[src/logic/game_pkg.sv]
package game_pkg;

    // level numbers shown in the menu
    typedef logic [2:0] level_t;

    localparam level_t LEVEL_MIN = 3'd1;
    localparam level_t LEVEL_MAX = 3'd5;

    // movement encodings kept from the sprite logic
    typedef enum logic [3:0] {
        move_stand = 4'd6,
        move_right = 4'd7,
        move_left  = 4'd8,
        move_up    = 4'd9
    } move_e;

    typedef enum logic [1:0] {
        jump_idle = 2'd0,
        jump_rise = 2'd1,
        jump_fall = 2'd2
    } jump_e;

    typedef logic [7:0] jump_cnt_t;

    localparam jump_cnt_t JUMP_RISE_STEPS  = 8'd70;
    localparam jump_cnt_t JUMP_TOTAL_STEPS = 8'd240;

    typedef struct packed {
        logic up;
        logic left;
        logic down;
        logic right;
    } dir_keys_t;

    // per-player feedback from the level renderer
    typedef struct packed {
        logic collision;
        logic land;
        logic should_down;
    } world_fb_t;

    typedef struct packed {
        move_e move;
        jump_e jump;
    } player_status_t;

    // bit positions in key_down
    localparam int KEY_P2_UP    = 0;
    localparam int KEY_P2_LEFT  = 1;
    localparam int KEY_P2_DOWN  = 2;
    localparam int KEY_P2_RIGHT = 3;
    localparam int KEY_P1_UP    = 4;
    localparam int KEY_P1_LEFT  = 5;
    localparam int KEY_P1_DOWN  = 6;
    localparam int KEY_P1_RIGHT = 7;
    localparam int KEY_CONFIRM  = 8;

    // menu sheet geometry, in half-resolution pixels
    localparam int ROW_STRIDE  = 320;
    localparam int ICON_X0     = 150;
    localparam int ICON_X_WIDE = 148;
    localparam int ICON_X_END  = 170;
    localparam int SEL_SHEET_X = 127;
    localparam int ROW_Y0      = 40;
    localparam int ROW_PITCH   = 40;
    localparam int ROW_H       = 25;
    localparam int ROWS        = 5;

    typedef logic [16:0] pixel_addr_t;

endpackage

[src/logic/level_menu.sv]
module level_menu (
    input  logic             clk,
    input  logic             rst,
    input  logic [9:0]       key_down,
    output game_pkg::level_t level,
    output logic             playing
);
    import game_pkg::*;

    logic locked;
    logic key_inc;
    logic key_dec;
    logic any_key;

    // either player's up/down keys step the level
    assign key_inc = key_down[KEY_P1_UP] | key_down[KEY_P2_UP];
    assign key_dec = key_down[KEY_P1_DOWN] | key_down[KEY_P2_DOWN];
    assign any_key = |key_down;

    always_ff @(posedge clk or posedge rst) begin
        if (rst) begin
            level   <= LEVEL_MIN;
            playing <= 1'b0;
            locked  <= 1'b0;
        end else if (!playing) begin
            if (!any_key) begin
                // all keys released, accept the next press
                locked <= 1'b0;
            end else if (!locked) begin
                if (key_inc) begin
                    if (level < LEVEL_MAX) begin
                        level <= level + 3'd1;
                    end
                    locked <= 1'b1;
                end else if (key_dec) begin
                    if (level > LEVEL_MIN) begin
                        level <= level - 3'd1;
                    end
                    locked <= 1'b1;
                end else if (key_down[KEY_CONFIRM]) begin
                    playing <= 1'b1;
                end
            end
        end
    end

    // no return to the menu, so the chosen level must stay in range forever
    level_in_range: assert property (
        @(posedge clk) disable iff (rst)
        level >= LEVEL_MIN && level <= LEVEL_MAX
    );

endmodule

[config.mk]
export PLATFORM = sky130hd
export DESIGN_NAME = level_menu
export DESIGN_NICKNAME = d
export VERILOG_FILES = /design/src/logic/game_pkg.sv /design/src/logic/level_menu.sv
export SDC_FILE = /design/constraint.sdc
export NUM_CORES = 1
export LEC_CHECK = 0
export BUFFER_PORTS_ARGS = -buffer_cell sky130_fd_sc_hd__buf_2
export CAP_MARGIN = 20
export CORE_AREA = 5 5 42 44
export CTS_BUF_LIST = sky130_fd_sc_hd__clkbuf_16
export DETAILED_ROUTE_END_ITERATION = 12
export DIE_AREA = 0 0 47 49
export HOLD_SLACK_MARGIN = 0.1
export SLEW_MARGIN = 20
export SYNTH_ARGS = -nofsm -noshare
export SYNTH_HDL_FRONTEND = slang
export SYNTH_SLANG_ARGS = --single-unit
[constraint.sdc]
create_clock -name clk -period 1.5 [get_ports clk]
set_input_delay 0.15 -clock clk [delete_from_list [all_inputs] [get_ports clk]]
set_output_delay 0.15 -clock clk [all_outputs]
set_load 0.01 [all_outputs]
==> impl_metrics.toml <==
[synth]
synthCells = 29
yosysUniqueCellTypes = 19
yosysSeqAreaShare_pct = 37.97
synth_warnings = 0
yosysTopAreaCellShare_pct = 30.08
yosys.area.top_type = "dfrtp_1"
synth-seq-cells = 5
ys_async_sr_fraction_pct = 100.0
synth_area_per_cell_um2 = 11.48
synth-edff-count = 0
synth_area_um2 = 332.8
synth_ff_type = "dfrtp_1"
yosys-top-cells-area = "dfrtp_1, ha_1, dfstp_2, mux2i_1, xnor2_1"
syn_nets = 44

[clock_tree]
cts-root-buf = "clkbuf_16"
cts_buffers = 3
postCtsSetupBuffers = 0
clk_latency_ns = 0.23
clock_path_buffers = 2
clkSlewWorstSetupHoldPaths_ns = 0.03
tritoncts = "done"
htreeDepth = 1
cts_num_sinks = 5

[cells_and_area]
areaGrowthSynthToFinish_pct = 63.16
stdcell_area_um2 = 543.0
final_layout_size_suffix_gt1_share_pct = 52.94
diodes = 0
utilization_pct = 38.75
fin_nets = 67

[drt]
viasPerCell = 4.478
firstDrtPassIters = 4
wl_per_cell_um = 11.19
drc = 0
drt_iter0_drc = 3
vias = 300
ant_nets = 0
wl_um = 750

[placed_design]
place.port_buffers = 15
hpwlAfterDp_um = 613.5
routabilityCongestion = 0.7274
postPlaceCellArea_um2 = 442.9
dpl_worst_slack_ns = 0.02139

[sta]
final.setup.tns_ns = 0
setup_violations = 0
finalCriticalPeriod_ns = 1.436
hold_violations = 0
worst_slew_pin_slew_ns = 0.3535
drv_slew = 0
period_share_pct = 95.74
fin_ws_ns = 0.06392
clock.fmax_mhz = 696.3
slew-limit-headroom_pct = 76.24
finClkSkew_ns = 0.0002693
rsz0062_at_grt = "yes"

[die]
dieArea_um2 = 2303
initial_core_util_pct = 23.75
rows = 14
fp.dieW_um = 47
core-area_um2 = 1401
die_y_um = 49
io_pins = 16

[worst_setup_path]
cp_slowest_stage_delay_ns = 0.52
arrival_ns = 1.54
crit_type = "reg -> reg"
worst-path-buf-inv = 0
worstPathRequired_ns = 1.60
critical-path-top-delay-family = "flip-flops"
cpMaxStageDelayCell = "dfstp_2"
crit_path_end_kind = "flip-flop"
cp_max_fo = 2
cp-start-kind = "flip-flop"
crit_chain = "ha_1 -> o21ba_1 -> o41ai_4 -> nor2_2 -> mux2i_1"

[grt]
overflow = 0
grtUsageMet3_pct = 4.797
grt_pass1_vias = 320
met2_usage_pct = 10.41
grt_max_degree = 6
top_usage_layer = "met1"
met1_usage_pct = 11.38
grt_usage_pct = 8.846
grt_pass1_wl_um = 1386
antenna_found_initial = 0

[power_and_ir_drop]
powerDensity_nw_per_um2 = 1218
leakage_nw = 0.2780
peakVddDrop_mv = 0.7044

[flow_run]
drv_cap = 0

[run_status]
status = "finished clean"

[min_path]
hp-class = "in -> reg"
cells by family (layout without fill, tap and decap cells):
kind of cell,count (synthesis),after routing,share of synthesized area [%]
buffers and inverters,4,26,4.510
AO/OA/AOI/OAI,5,5,15.04
flip-flops,5,5,37.97
adder cells (fa/ha/maj),3,3,11.28
multiplexers,2,2,6.015
AND/OR/NAND/NOR,7,7,17.29
XOR/XNOR,3,3,7.896
registers in the layout, summed over array words and instances (netlist names):
name     count
level        3
locked       1
playing      1
through the flow:
step | cells | total power [mW] | hold WS [ns]
2_1_floorplan | 29 | 0.1867 | -0.07221
3_3_place_gp | 62 | 0.2218 | 0.05869
3_5_place_dp | 62 | 0.2239 | 0.06959
4_1_cts | 67 | 0.6680 | 0.1734
5_1_grt | 67 | 0.6913 | 0.1986
6_report | 67 | 0.6612 | 0.1752
per-layer routing:
layer	part of all wire [%]	up-vias
li1	-	148
met1	43	137
met2	46	12
met3	8.4	3
met4	3.1	0
met5	0	-
timing repair:
item,4_1_cts,5_1_grt
resized for setup,0,1
endpoints found under the setup margin,0,3
hold endpoints to repair,5,0
hold buffers,1,0
power breakdown:
group	internal, mW	leakage [nW]	switching [mW]
Sequential	0.143	0.0589	0.00330
Combinational	0.0404	0.177	0.0400
Clock	0.345	0.0423	0.0890
area by class of cell:
type	instances	area [um^2]
clock inverters	1	3.754
fillers	140	858.3
flip-flops and latches	5	126.4
inverters	4	15.01
repair buffers	18	100.1
clock buffers	3	75.07
well taps	16	20.02
multi-input cells	20	202.7
synthesized netlist by cell type (2+ instances only):
cell type / number
mux2i_1: 2
dfrtp_1: 4
ha_1: 3
inv_1: 4
xnor2_1: 2
cell usage in the layout, fill, tap and decap left out, types with 2 or more instances in the layout:
cell type,count
buf_2,15
buf_4,2
ha_1,3
xnor2_1,2
inv_1,5
mux2i_1,2
dfrtp_1,4
clkbuf_16,3
final timing paths:
kind,startpoint,to,slack (ns),cells past startpoint
setup reg to reg,level[0],level[1],0.06,5
setup / recovery,level[0],level[1],0.06,5
hold / removal,key_down[8],playing,0.18,2
max in group asynchronous,rst,level[0],0.87,3
min in group asynchronous,rst,level[2],0.38,3
hold reg to reg,locked,locked,0.55,2
Note: power is estimated with default switching activity, not from simulation.
