--- src/logic/game_pkg.sv ---
package game_pkg;

    // level numbers shown in the menu
    typedef logic [2:0] level_t;

    localparam level_t LEVEL_MIN = 3'd1;
    localparam level_t LEVEL_MAX = 3'd5;

    // movement encodings kept from the sprite logic
    typedef enum logic [3:0] {
        move_stand = 4'd6,
        move_right = 4'd7,
        move_left  = 4'd8,
        move_up    = 4'd9
    } move_e;

    typedef enum logic [1:0] {
        jump_idle = 2'd0,
        jump_rise = 2'd1,
        jump_fall = 2'd2
    } jump_e;

    typedef logic [7:0] jump_cnt_t;

    localparam jump_cnt_t JUMP_RISE_STEPS  = 8'd70;
    localparam jump_cnt_t JUMP_TOTAL_STEPS = 8'd240;

    typedef struct packed {
        logic up;
        logic left;
        logic down;
        logic right;
    } dir_keys_t;

    // per-player feedback from the level renderer
    typedef struct packed {
        logic collision;
        logic land;
        logic should_down;
    } world_fb_t;

    typedef struct packed {
        move_e move;
        jump_e jump;
    } player_status_t;

    // bit positions in key_down
    localparam int KEY_P2_UP    = 0;
    localparam int KEY_P2_LEFT  = 1;
    localparam int KEY_P2_DOWN  = 2;
    localparam int KEY_P2_RIGHT = 3;
    localparam int KEY_P1_UP    = 4;
    localparam int KEY_P1_LEFT  = 5;
    localparam int KEY_P1_DOWN  = 6;
    localparam int KEY_P1_RIGHT = 7;
    localparam int KEY_CONFIRM  = 8;

    // menu sheet geometry, in half-resolution pixels
    localparam int ROW_STRIDE  = 320;
    localparam int ICON_X0     = 150;
    localparam int ICON_X_WIDE = 148;
    localparam int ICON_X_END  = 170;
    localparam int SEL_SHEET_X = 127;
    localparam int ROW_Y0      = 40;
    localparam int ROW_PITCH   = 40;
    localparam int ROW_H       = 25;
    localparam int ROWS        = 5;

    typedef logic [16:0] pixel_addr_t;

endpackage

--- src/logic/player_ctrl.sv ---
module player_ctrl (
    input  logic                     clk,
    input  logic                     rst,
    input  logic                     enable,
    input  game_pkg::dir_keys_t      keys,
    input  game_pkg::world_fb_t      fb,
    output game_pkg::player_status_t status
);
    import game_pkg::*;

    move_e     move_q;
    move_e     move_d;
    jump_e     jump_q;
    jump_e     jump_d;
    jump_cnt_t cnt_q;
    jump_cnt_t cnt_d;
    jump_e     step_jump;
    jump_cnt_t step_cnt;
    jump_e     fall_jump;
    jump_cnt_t fall_cnt;
    logic      no_keys;
    logic      only_up;
    logic      go_left;
    logic      go_right;

    assign no_keys  = !keys.up && !keys.left && !keys.down && !keys.right;
    assign only_up  = keys.up && !keys.left && !keys.down && !keys.right;
    assign go_left  = keys.left && !keys.right;
    assign go_right = keys.right && !keys.left;

    // fall step alone counts on until landing or the jump limit
    always_comb begin
        if (cnt_q < JUMP_TOTAL_STEPS && !fb.land) begin
            fall_jump = jump_fall;
            fall_cnt  = cnt_q + 8'd1;
        end else begin
            fall_jump = jump_idle;
            fall_cnt  = '0;
        end
    end

    // full jump step rises until the limit or a ceiling hit
    always_comb begin
        if (cnt_q < JUMP_RISE_STEPS && !fb.collision && jump_q != jump_fall) begin
            step_jump = jump_rise;
            step_cnt  = cnt_q + 8'd1;
        end else begin
            step_jump = fall_jump;
            step_cnt  = fall_cnt;
        end
    end

    always_comb begin
        move_d = move_q;
        jump_d = jump_q;
        cnt_d  = cnt_q;
        if (!enable) begin
            move_d = move_stand;
            jump_d = jump_idle;
            cnt_d  = '0;
        end else if (no_keys) begin
            if (jump_q == jump_idle) begin
                move_d = move_stand;
                cnt_d  = '0;
            end else begin
                jump_d = step_jump;
                cnt_d  = step_cnt;
            end
        end else if (only_up) begin
            move_d = move_up;
            jump_d = step_jump;
            cnt_d  = step_cnt;
        end else if (go_left || go_right) begin
            move_d = go_left ? move_left : move_right;
            if ((keys.up || jump_q != jump_idle) && !fb.should_down) begin
                jump_d = step_jump;
                cnt_d  = step_cnt;
            end else if (fb.should_down) begin
                // walked off a ledge
                jump_d = fall_jump;
                cnt_d  = fall_cnt;
            end else begin
                jump_d = jump_idle;
            end
        end else if (jump_q != jump_idle) begin
            jump_d = step_jump;
            cnt_d  = step_cnt;
        end
    end

    always_ff @(posedge clk or posedge rst) begin
        if (rst) begin
            move_q <= move_stand;
            jump_q <= jump_idle;
            cnt_q  <= '0;
        end else begin
            move_q <= move_d;
            jump_q <= jump_d;
            cnt_q  <= cnt_d;
        end
    end

    assign status = '{move: move_q, jump: jump_q};

    cnt_bounded: assert property (
        @(posedge clk) disable iff (rst)
        cnt_q <= JUMP_TOTAL_STEPS
    );

    // once the rise limit is reached the next phase can no longer be rise
    rise_ends: assert property (
        @(posedge clk) disable iff (rst)
        cnt_q >= JUMP_RISE_STEPS |=> jump_q != jump_rise
    );

endmodule

--- config.mk ---
export PLATFORM = sky130hd
export DESIGN_NAME = player_ctrl
export DESIGN_NICKNAME = d
export VERILOG_FILES = /design/src/logic/game_pkg.sv /design/src/logic/player_ctrl.sv
export SDC_FILE = /design/constraint.sdc
export NUM_CORES = 1
export LEC_CHECK = 0
export CAP_MARGIN = 20
export CORE_MARGIN = 1.5
export CORE_UTILIZATION = 57
export CTS_BUF_LIST = sky130_fd_sc_hd__clkbuf_4 sky130_fd_sc_hd__clkbuf_8
export CTS_CLUSTER_SIZE = 28
export DETAILED_ROUTE_END_ITERATION = 6
export DONT_BUFFER_PORTS = 1
export GPL_ROUTABILITY_DRIVEN = 0
export PLACE_DENSITY = 0.72
export SYNTH_ARGS = -nofsm -noshare
export SYNTH_HDL_FRONTEND = slang
export SYNTH_SLANG_ARGS = --single-unit
--- constraint.sdc ---
create_clock -name clk -period 4.2 [get_ports clk]
set_input_delay 0.42 -clock clk [delete_from_list [all_inputs] [get_ports clk]]
set_output_delay 0.42 -clock clk [all_outputs]
set_load 0.005 [all_outputs]
==> metrics.cfg, run 1 <==
[clocking]
cts_resized=0
path_clk_slew_ns=0.08
clock_latency_ns=0.27
cts_num_sinks=13
numCtsBuffers=3
cts_tree=yes
clockBufferDepth=2
htreeDepth=1
postCtsHoldBufs=0
postCtsSetupRepairBufs=0
cts_root_buf=clkbuf_4

[routing]
drt_iter0_drc=19
drc=0
avgRoutedWirePerCell_um=14.8
viasPerCell=6.41
ant_nets=0
routed_wl_um=1740
dr_total_vias=750
dr.pass1.iters=4

[floorplanning]
core_area_um2=1350
die_w_um=41.8
die-area_um2=1740
start_util_pct=63.4
rows=13
die_y_um=41.8
boundaryPins=16

[logic_synthesis]
ys_seq_area_share_pct=38.2
async_flop_share_pct=100
synth_nets=113
synth_most_common_cell=nand2_1
synth_edf_count=0
yosys_warnings=0
synth_top_area_share_pct=35.1
synth_area_leader_cell=dfrtp_1
synth_cells=101
yosysUniqueCellTypes=32
synth_common_cells=nand2_1, dfrtp_1, o21ai_1, a21oi_1, nor2_1
avgSynthCellArea_um2=8.47
ys_seq_elements=13
synth-main-ff-cell=dfrtp_1
ys_top_cells_by_area=dfrtp_1, nand2_1, o21ai_1, a21oi_1, a2111oi_4
synth_area_um2=856

[worst_setup_path]
reg2reg_to=cnt_q[6]
critical_path.startpoint=cnt_q[2]
critPathKind=reg -> reg
r2r_setup_slack_ns=2.36
crit-reg2reg-launch=cnt_q[2]
worstSetupEndpoint=cnt_q[6]
critPathLaunchType=flop
rr_worst_depth=4
required_ns=4.40
cp_data_arrival_time_ns=2.04
crit_fanout=8
worstSetupEndpointType=flop

[grt]
antenna_found_initial=0
grt_max_degree=14
grt_overflow=0
grt_pass1_wl_um=3080
track_usage_pct=22.3
grt_pass1_vias=734

[timing]
slew_headroom_pct=52.9
final-setup-viol-count=0
max_freq_ghz=0.544
post-route-period-util_pct=43.8
timing.hold.ws_ns=0.0445
rsz0062_at_grt=false
hold_viol=0
fin_skew_ns=0.00344
tns_ns=0
finalMaxSlewViolations=0
min_period_ns=1.84
tightest_slew_ns=0.706

[cells_and_area]
nFillCells=125
nets=115
diodes=0
drive_gt1_share_pct=7.84
area_growth_pct=3.95
design_area_um2=890
finalNonFillerCells=117

[pwr]
power.leakage_nw=0.373
power_density_nw_per_um2=300
irDropWorstVdd_uv=163

[placement]
dp.cells=113
hpwlAfterDp_um=1340
dpl_cell_area_um2=860
portBuffers=0

[job]
cap_violations=0

[outcome]
outcome=completed

[hold_path]
hp-class=in -> async

[metal layers]
metal	up-vias	global-route usage [%]	wire length, um
li1	380	-	-
met1	352	29.2	853
met2	18	35.6	799
met3	0	5.65	83
met4	0	7.10	0
met5	-	0	0
[worst max-delay path, cell delays in order, from the launching register on]
cell,delay (ns)
dfrtp_1,0.43
a2111o_1,0.46
a2111oi_4,0.42
o221ai_2,0.26
o21ai_1,0.19
[placed cells by master (no fill, tap or decap), types with 2 or more instances in the layout]
cell type,Yosys,routed
ha_1,2,2
o31ai_1,2,2
o21ai_1,8,8
clkbuf_4,0,4
o21a_1,3,3
o21ai_0,2,2
nor3_1,4,4
nor2b_1,4,4
and2_1,4,4
dfrtp_1,12,12
o211ai_1,3,3
nor2_1,7,7
nand3_1,5,5
inv_1,3,3
a21oi_1,7,7
o31a_1,2,2
nand2_1,16,16
[where the power goes]
group | total (mW) | internal, mW | switching, mW | leakage [nW]
clock network | 0.0842 | 0.0432 | 0.0410 | 0.0184
registers | 0.138 | 0.132 | 0.00607 | 0.175
logic | 0.0446 | 0.0171 | 0.0275 | 0.179
[cell families (layout without fill, tap and decap cells)]
kind of cell	count (synthesis)	in the layout	share of synthesized area, %
buffers and inverters	6	7	3.07
adders and majority gates	2	2	2.92
DFF	13	13	38.2
and+or+nand+nor	46	46	26.2
AOI/OAI and AO/OA	34	34	29.7
[state kept, by name, indices dropped and copies added, names as in the netlist]
name and flops:
move_q 3, jump_q 2, cnt_q 8
[per-stage QoR]
step / setup slack (ns) / utilization, % / total power, mW
2_1_floorplan: 2.54 / - / 0.177
3_3_place_gp: 2.43 / 63.7 / 0.183
3_5_place_dp: 2.38 / 63.7 / 0.185
4_1_cts: 2.36 / 65.9 / 0.268
5_1_grt: 2.25 / 65.9 / 0.279
6_report: 2.36 / 65.9 / 0.266
[worst min-delay path by stage]
stage | start | endpoint | depth (start not counted)
after floorplan | rst | cnt_q[0] | 1
after global placement | rst | move_q[0] | 1
after detailed placement | rst | move_q[0] | 1
after CTS | rst | move_q[0] | 1
after global routing | rst | move_q[0] | 1
final | rst | move_q[0] | 1
[area by class of cell]
class	instances	area, um2	share of cell area, %
clock buffer	4	30.0	3.38
tap	15	18.8	2.11
sequential	13	327	36.7
inverter	3	11.3	1.27
multi-input combinational	82	503	56.5
Note: power is estimated with default switching activity, not from simulation.
==> run 2: changes to the inputs <==
- clock period: 4.2 -> 1.76 ns (I/O delays scaled with it)
==> metrics.cfg, run 2 (synthesized netlist as in run 1, its figures left out) <==
[worst_setup_path]
crit_fanout=8  ; unchanged
reg2reg_to=cnt_q[2]  ; was cnt_q[6]
crit-reg2reg-launch=cnt_q[2]  ; unchanged
critPathKind=reg -> reg  ; unchanged
critPathLaunchType=flop  ; unchanged
rr_worst_depth=4  ; unchanged
max_stage_delay_ns=0.45  ; was 0.46 ns
worstSetupEndpointType=flop  ; unchanged
slowest_stage=a2111o_1  ; unchanged
required_ns=1.95  ; was 4.40 ns
cp_data_arrival_time_ns=1.92  ; was 2.04 ns
cp_cell_sequence=a2111o_1 > a2111oi_4 > o221ai_4 > o21ai_1  ; was a2111o_1 > a2111oi_4 > o221ai_2 > o21ai_1
r2r_setup_slack_ns=0.03  ; was 2.36 ns

[routing]
avgRoutedWirePerCell_um=14.8  ; about the same
drc=0  ; unchanged
wl_met1_um=815  ; was 853 um
routed_wl_um=1870  ; was 1740 um
drt_iter0_drc=28  ; was 19
dr.pass1.iters=5  ; was 4
ant_nets=0  ; unchanged
wl_met3_um=130  ; was 83 um
viasPerCell=6.44  ; was 6.41
met2WireLength_um=890  ; was 799 um
top_layer_used=met4  ; was met3
dr_total_vias=811  ; was 750

[placement]
dpl_cell_area_um2=912  ; was 860 um2
hpwlAfterDp_um=1420  ; was 1340 um
dp.cells=120  ; was 113
portBuffers=0  ; unchanged

[pwr]
power.leakage_nw=0.420  ; was 0.373 nW
sequentialPowerShare_pct=50.4  ; was 51.7%
p_sw_share_pct=27.8  ; was 28.0%
p_comb_share_pct=18.9  ; was 16.7%
clkPwrFrac_pct=30.7  ; was 31.6%
power_density_nw_per_um2=667  ; was 300 nW/um2
intPower_mw=0.469  ; was 0.192 mW
power.switching_mw=0.181  ; was 0.0745 mW
irDropWorstVdd_uv=472  ; was 163 uV

[clocking]
path_clk_slew_ns=0.08  ; about the same
numCtsBuffers=3  ; unchanged
cts_num_sinks=13  ; unchanged
clock_latency_ns=0.26  ; was 0.27 ns
clockBufferDepth=2  ; unchanged
cts_tree=yes  ; unchanged
cts_root_buf=clkbuf_4  ; unchanged
htreeDepth=1  ; unchanged

[grt]
grt_pass1_wl_um=3280  ; was 3080 um
antenna_found_initial=0  ; unchanged
track_usage_pct=23.7  ; was 22.3%
grt_overflow=0  ; unchanged
grt_pass1_vias=739  ; was 734
grt_max_degree=14  ; unchanged

[floorplanning]
start_util_pct=63.4  ; unchanged
core_area_um2=1350  ; unchanged
die_w_um=41.8  ; unchanged
rows=13  ; unchanged
die_y_um=41.8  ; unchanged
die-area_um2=1740  ; unchanged
boundaryPins=16  ; unchanged

[cells_and_area]
area_growth_pct=13.7  ; was 3.95%
diodes=0  ; unchanged
largest_register_ffs=8  ; unchanged
drive_gt1_share_pct=13.5  ; was 7.84%
final_common_cell=nand2_1  ; unchanged
nets=124  ; was 115
nFillCells=115  ; was 125
final_cell_mix=nand2_1, dfrtp_1, o21ai_1  ; unchanged
reg_top3=cnt_q x8, move_q x3, jump_q x2  ; unchanged
top_register=cnt_q  ; unchanged
finalNonFillerCells=126  ; was 117
design_area_um2=973  ; was 890 um2

[timing]
fin_skew_ns=0.00153  ; was 0.00344 ns
max_freq_ghz=0.578  ; was 0.544 GHz
final-setup-viol-count=0  ; unchanged
finalMaxSlewViolations=0  ; unchanged
rsz0062_at_grt=true  ; was false
post-route-period-util_pct=98.3  ; was 43.8%
min_period_ns=1.73  ; was 1.84 ns
slew_headroom_pct=65.2  ; was 52.9%
tightest_slew_ns=0.522  ; was 0.706 ns
hold_viol=0  ; unchanged

[hold_path]
min_from=enable
hp-class=in -> reg  ; was in -> async
whs_path_depth=2
holdPathEnd=move_q[0]

[job]
cap_violations=0  ; unchanged

[outcome]
outcome=completed  ; unchanged

run 2: area by class of cell:
cell class                 count  area, um2  share of cell area, %
tap                           15       18.8                   1.93
multi-input combinational     82        514                   52.8
sequential                    13        327                   33.5
timing repair buffer           9       72.6                   7.46
inverter                       3       11.3                   1.16
clock buffer                   4       30.0                   3.08
run 2: what timing repair did:
action / in CTS / in global routing
pin swaps: 1 / 0
hold buffers: 2 / 0
resized for setup: 1 / 0
hold endpoints to repair: 13 / 0
buffers inserted: 0 / 0
setup endpoints to repair: 8 / 9
run 2: layer usage:
layer	GRT usage [%]	vias to the layer above
li1	-	390
met1	32.2	370
met4	3.87	0
met5	0	-
met2	40.3	43
met3	3.48	8
run 2: metrics by stage:
step	setup TNS (ns)	utilization (%)	setup WS, ns	hold slack [ns]	total power, mW
detailed placement	-0.0323	67.6	-0.0283	0.122	0.449
floorplan	0	-	0.0987	0.0522	0.421
global placement	0	67.6	0.0281	0.113	0.444
CTS	0	72.1	0.00554	0.0281	0.655
global route	-0.390	72.1	-0.0610	0.0488	0.685
finish	0	72.1	0.0308	0.0308	0.649
run 2: critical path, delay by kind of cell (launching register included):
| family | cells | cell delay [ns] |
|---|---|---|
| compound gates | 4 | 1.26 |
| flops | 1 | 0.39 |
run 2: worst max path at each step:
stage,from,to,depth (start not counted)
6_report,cnt_q[2],cnt_q[2],4
5_1_grt,cnt_q[2],cnt_q[2],4
4_1_cts,cnt_q[2],cnt_q[2],4
3_5_place_dp,cnt_q[2],cnt_q[2],4
3_3_place_gp,cnt_q[2],cnt_q[6],4
2_1_floorplan,cnt_q[2],cnt_q[0],4
run 2: power by group through the flow:
stage / Combinational [mW] / Clock (mW) / Sequential, mW
6_report: 0.123 / 0.199 / 0.327
4_1_cts: 0.124 / 0.204 / 0.328
3_5_place_dp: 0.116 / 0 / 0.334
5_1_grt: 0.141 / 0.214 / 0.330
2_1_floorplan: 0.0905 / 0 / 0.331
3_3_place_gp: 0.111 / 0 / 0.333
==> run 3: changes to the inputs <==
- GPL_TIMING_DRIVEN: unset -> 0
- PLACE_DENSITY: 0.72 -> 0.74
==> metrics.cfg, run 3 (synthesized netlist as in run 1, its figures left out) <==
[floorplanning]
rows=13  ; unchanged
die-area_um2=1740  ; unchanged
boundaryPins=16  ; unchanged
start_util_pct=63.4  ; unchanged
core_area_um2=1350  ; unchanged
die_y_um=41.8  ; unchanged
die_w_um=41.8  ; unchanged

[hold_path]
holdPathEnd=jump_q[0]  ; was move_q[0]
hp-class=in -> reg  ; unchanged
min_from=fb[2]  ; was enable
whs_path_depth=3  ; was 2

[grt]
grt_pass1_wl_um=3060  ; was 3280 um
grt_pass1_vias=686  ; was 739
grt_max_degree=14  ; unchanged
track_usage_pct=23.4  ; was 23.7%
grt_overflow=0  ; unchanged
antenna_found_initial=0  ; unchanged

[worst_setup_path]
max_stage_delay_ns=0.46  ; was 0.45 ns
worstSetupEndpointType=flop  ; unchanged
critPathKind=reg -> reg  ; unchanged
r2r_setup_slack_ns=-0.008  ; was 0.03 ns
critPathLaunchType=flop  ; unchanged
required_ns=1.97  ; was 1.95 ns
cp_cell_sequence=a2111o_1 > a2111oi_4 > o221ai_4 > o21ai_1  ; unchanged
crit_fanout=8  ; unchanged
rr_worst_depth=4  ; unchanged
reg2reg_to=cnt_q[2]  ; unchanged
cp_data_arrival_time_ns=1.98  ; was 1.92 ns
slowest_stage=a2111o_1  ; unchanged
crit-reg2reg-launch=cnt_q[1]  ; was cnt_q[2]

[job]
cap_violations=0  ; unchanged

[clocking]
clock_latency_ns=0.28  ; was 0.26 ns
path_clk_slew_ns=0.08  ; about the same
cts_root_buf=clkbuf_4  ; unchanged
cts_num_sinks=13  ; unchanged
htreeDepth=1  ; unchanged
clockBufferDepth=2  ; unchanged
cts_tree=yes  ; unchanged
numCtsBuffers=3  ; unchanged

[pwr]
irDropWorstVdd_uv=410  ; was 472 uV
p_sw_share_pct=28.9  ; was 27.8%
p_comb_share_pct=19.6  ; was 18.9%
power_mw=0.663  ; was 0.649 mW
power_density_nw_per_um2=680  ; was 667 nW/um2
clkPwrFrac_pct=31.0  ; was 30.7%
power.leakage_nw=0.415  ; was 0.420 nW
sequentialPowerShare_pct=49.4  ; was 50.4%
power.switching_mw=0.192  ; was 0.181 mW
intPower_mw=0.472  ; was 0.469 mW

[timing]
rsz0062_at_grt=true  ; unchanged
hold_viol=0  ; unchanged
tightest_slew_ns=0.699  ; was 0.522 ns
min_period_ns=1.77  ; was 1.73 ns
tns_ns=-0.0101  ; was 0 ns
final-setup-viol-count=3  ; was 0
max_freq_ghz=0.566  ; was 0.578 GHz
finalMaxSlewViolations=0  ; unchanged
fin_ws_ns=-0.00755  ; was 0.0308 ns
post-route-period-util_pct=100  ; was 98.3%
slew_headroom_pct=53.4  ; was 65.2%
timing.hold.ws_ns=0.0546  ; was 0.0308 ns
fin_skew_ns=0.00252  ; was 0.00153 ns

[routing]
viasPerCell=6.17  ; was 6.44
avgRoutedWirePerCell_um=14.6  ; was 14.8 um
dr_total_vias=783  ; was 811
dr.pass1.iters=4  ; was 5
drt_iter0_drc=14  ; was 28
drc=0  ; unchanged
ant_nets=0  ; unchanged
routed_wl_um=1850  ; was 1870 um

[cells_and_area]
drive_gt1_share_pct=13.4  ; was 13.5%
nets=125  ; was 124
reg_top3=cnt_q x8, move_q x3, jump_q x2  ; unchanged
final_cell_mix=nand2_1, dfrtp_1, o21ai_1  ; unchanged
final_common_cell=nand2_1  ; unchanged
largest_register_ffs=8  ; unchanged
area_growth_pct=13.9  ; was 13.7%
diodes=0  ; unchanged
top_register=cnt_q  ; unchanged

[placement]
portBuffers=0  ; unchanged
hpwlAfterDp_um=1260  ; was 1420 um
dp_slack_ns=-0.0836  ; was -0.0283 ns

[outcome]
outcome=complete, but fails checks  ; was completed
violations=setup timing

-- run 3: cell count changes in the layout (fill, tap and decap cells not counted) --
cell / delta
clkbuf_1: +2
buf_4: -1
dfrtp_1: -1
dfrtp_2: +1
o21ai_0: -1
o21ai_1: +1
-- run 3: cell type report --
type	count	area (um2)
multi-input combinational	82	514
fill	107	375
sequential	13	328
timing repair buffer	7	57.6
clock buffer	4	30.0
tap	15	18.8
buffer	3	15.0
inverter	3	11.3
-- run 3: metrics by stage --
stage / cell area, um2 / instances / util [%]
2_1_floorplan: 856 / 101 / -
3_3_place_gp: 875 / 116 / 64.8
3_5_place_dp: 875 / 116 / 64.8
4_1_cts: 967 / 126 / 71.6
5_1_grt: 975 / 127 / 72.2
6_report: 975 / 127 / 72.2
-- run 3: routing by layer --
layer  wire, um  global-route usage [%]  vias to the layer above
met2        817                    34.4                       28
met3        126                    9.13                        4
met5          0                       0                        -
met1        882                    30.7                      357
met4         24                    9.03                        0
li1           -                       -                      394
-- run 3: worst max path at each step --
stage,from,endpoint,slack (ns)
after floorplan,cnt_q[2],cnt_q[0],0.1
after global placement,cnt_q[2],cnt_q[6],-0.08
after detailed placement,cnt_q[2],cnt_q[7],-0.08
after CTS,cnt_q[1],cnt_q[5],-0.008
after global routing,cnt_q[1],cnt_q[5],-0.09
final,cnt_q[1],cnt_q[2],-0.008
-- run 3: repair_timing --
action / CTS / global route
buffers inserted: 4 / 1
pin swaps: 6 / 1
endpoints found under the setup margin: 9 / 9
endpoints found under the hold margin: 13 / 0
hold buffers: 2 / 0
gates resized for setup: 2 / 1
-- run 3: worst max-delay path: cells and delay by family, from the launching register on --
family,cells,cell delay (ns)
AOI/OAI and AO/OA,4,1.31
DFF,1,0.39
-- run 3: power by group through the flow --
stage	sequential, mW	combinational (mW)	clock, mW
6_report	0.327	0.130	0.206
3_5_place_dp	0.335	0.109	0
2_1_floorplan	0.331	0.0905	0
4_1_cts	0.328	0.124	0.214
5_1_grt	0.330	0.144	0.227
3_3_place_gp	0.335	0.106	0
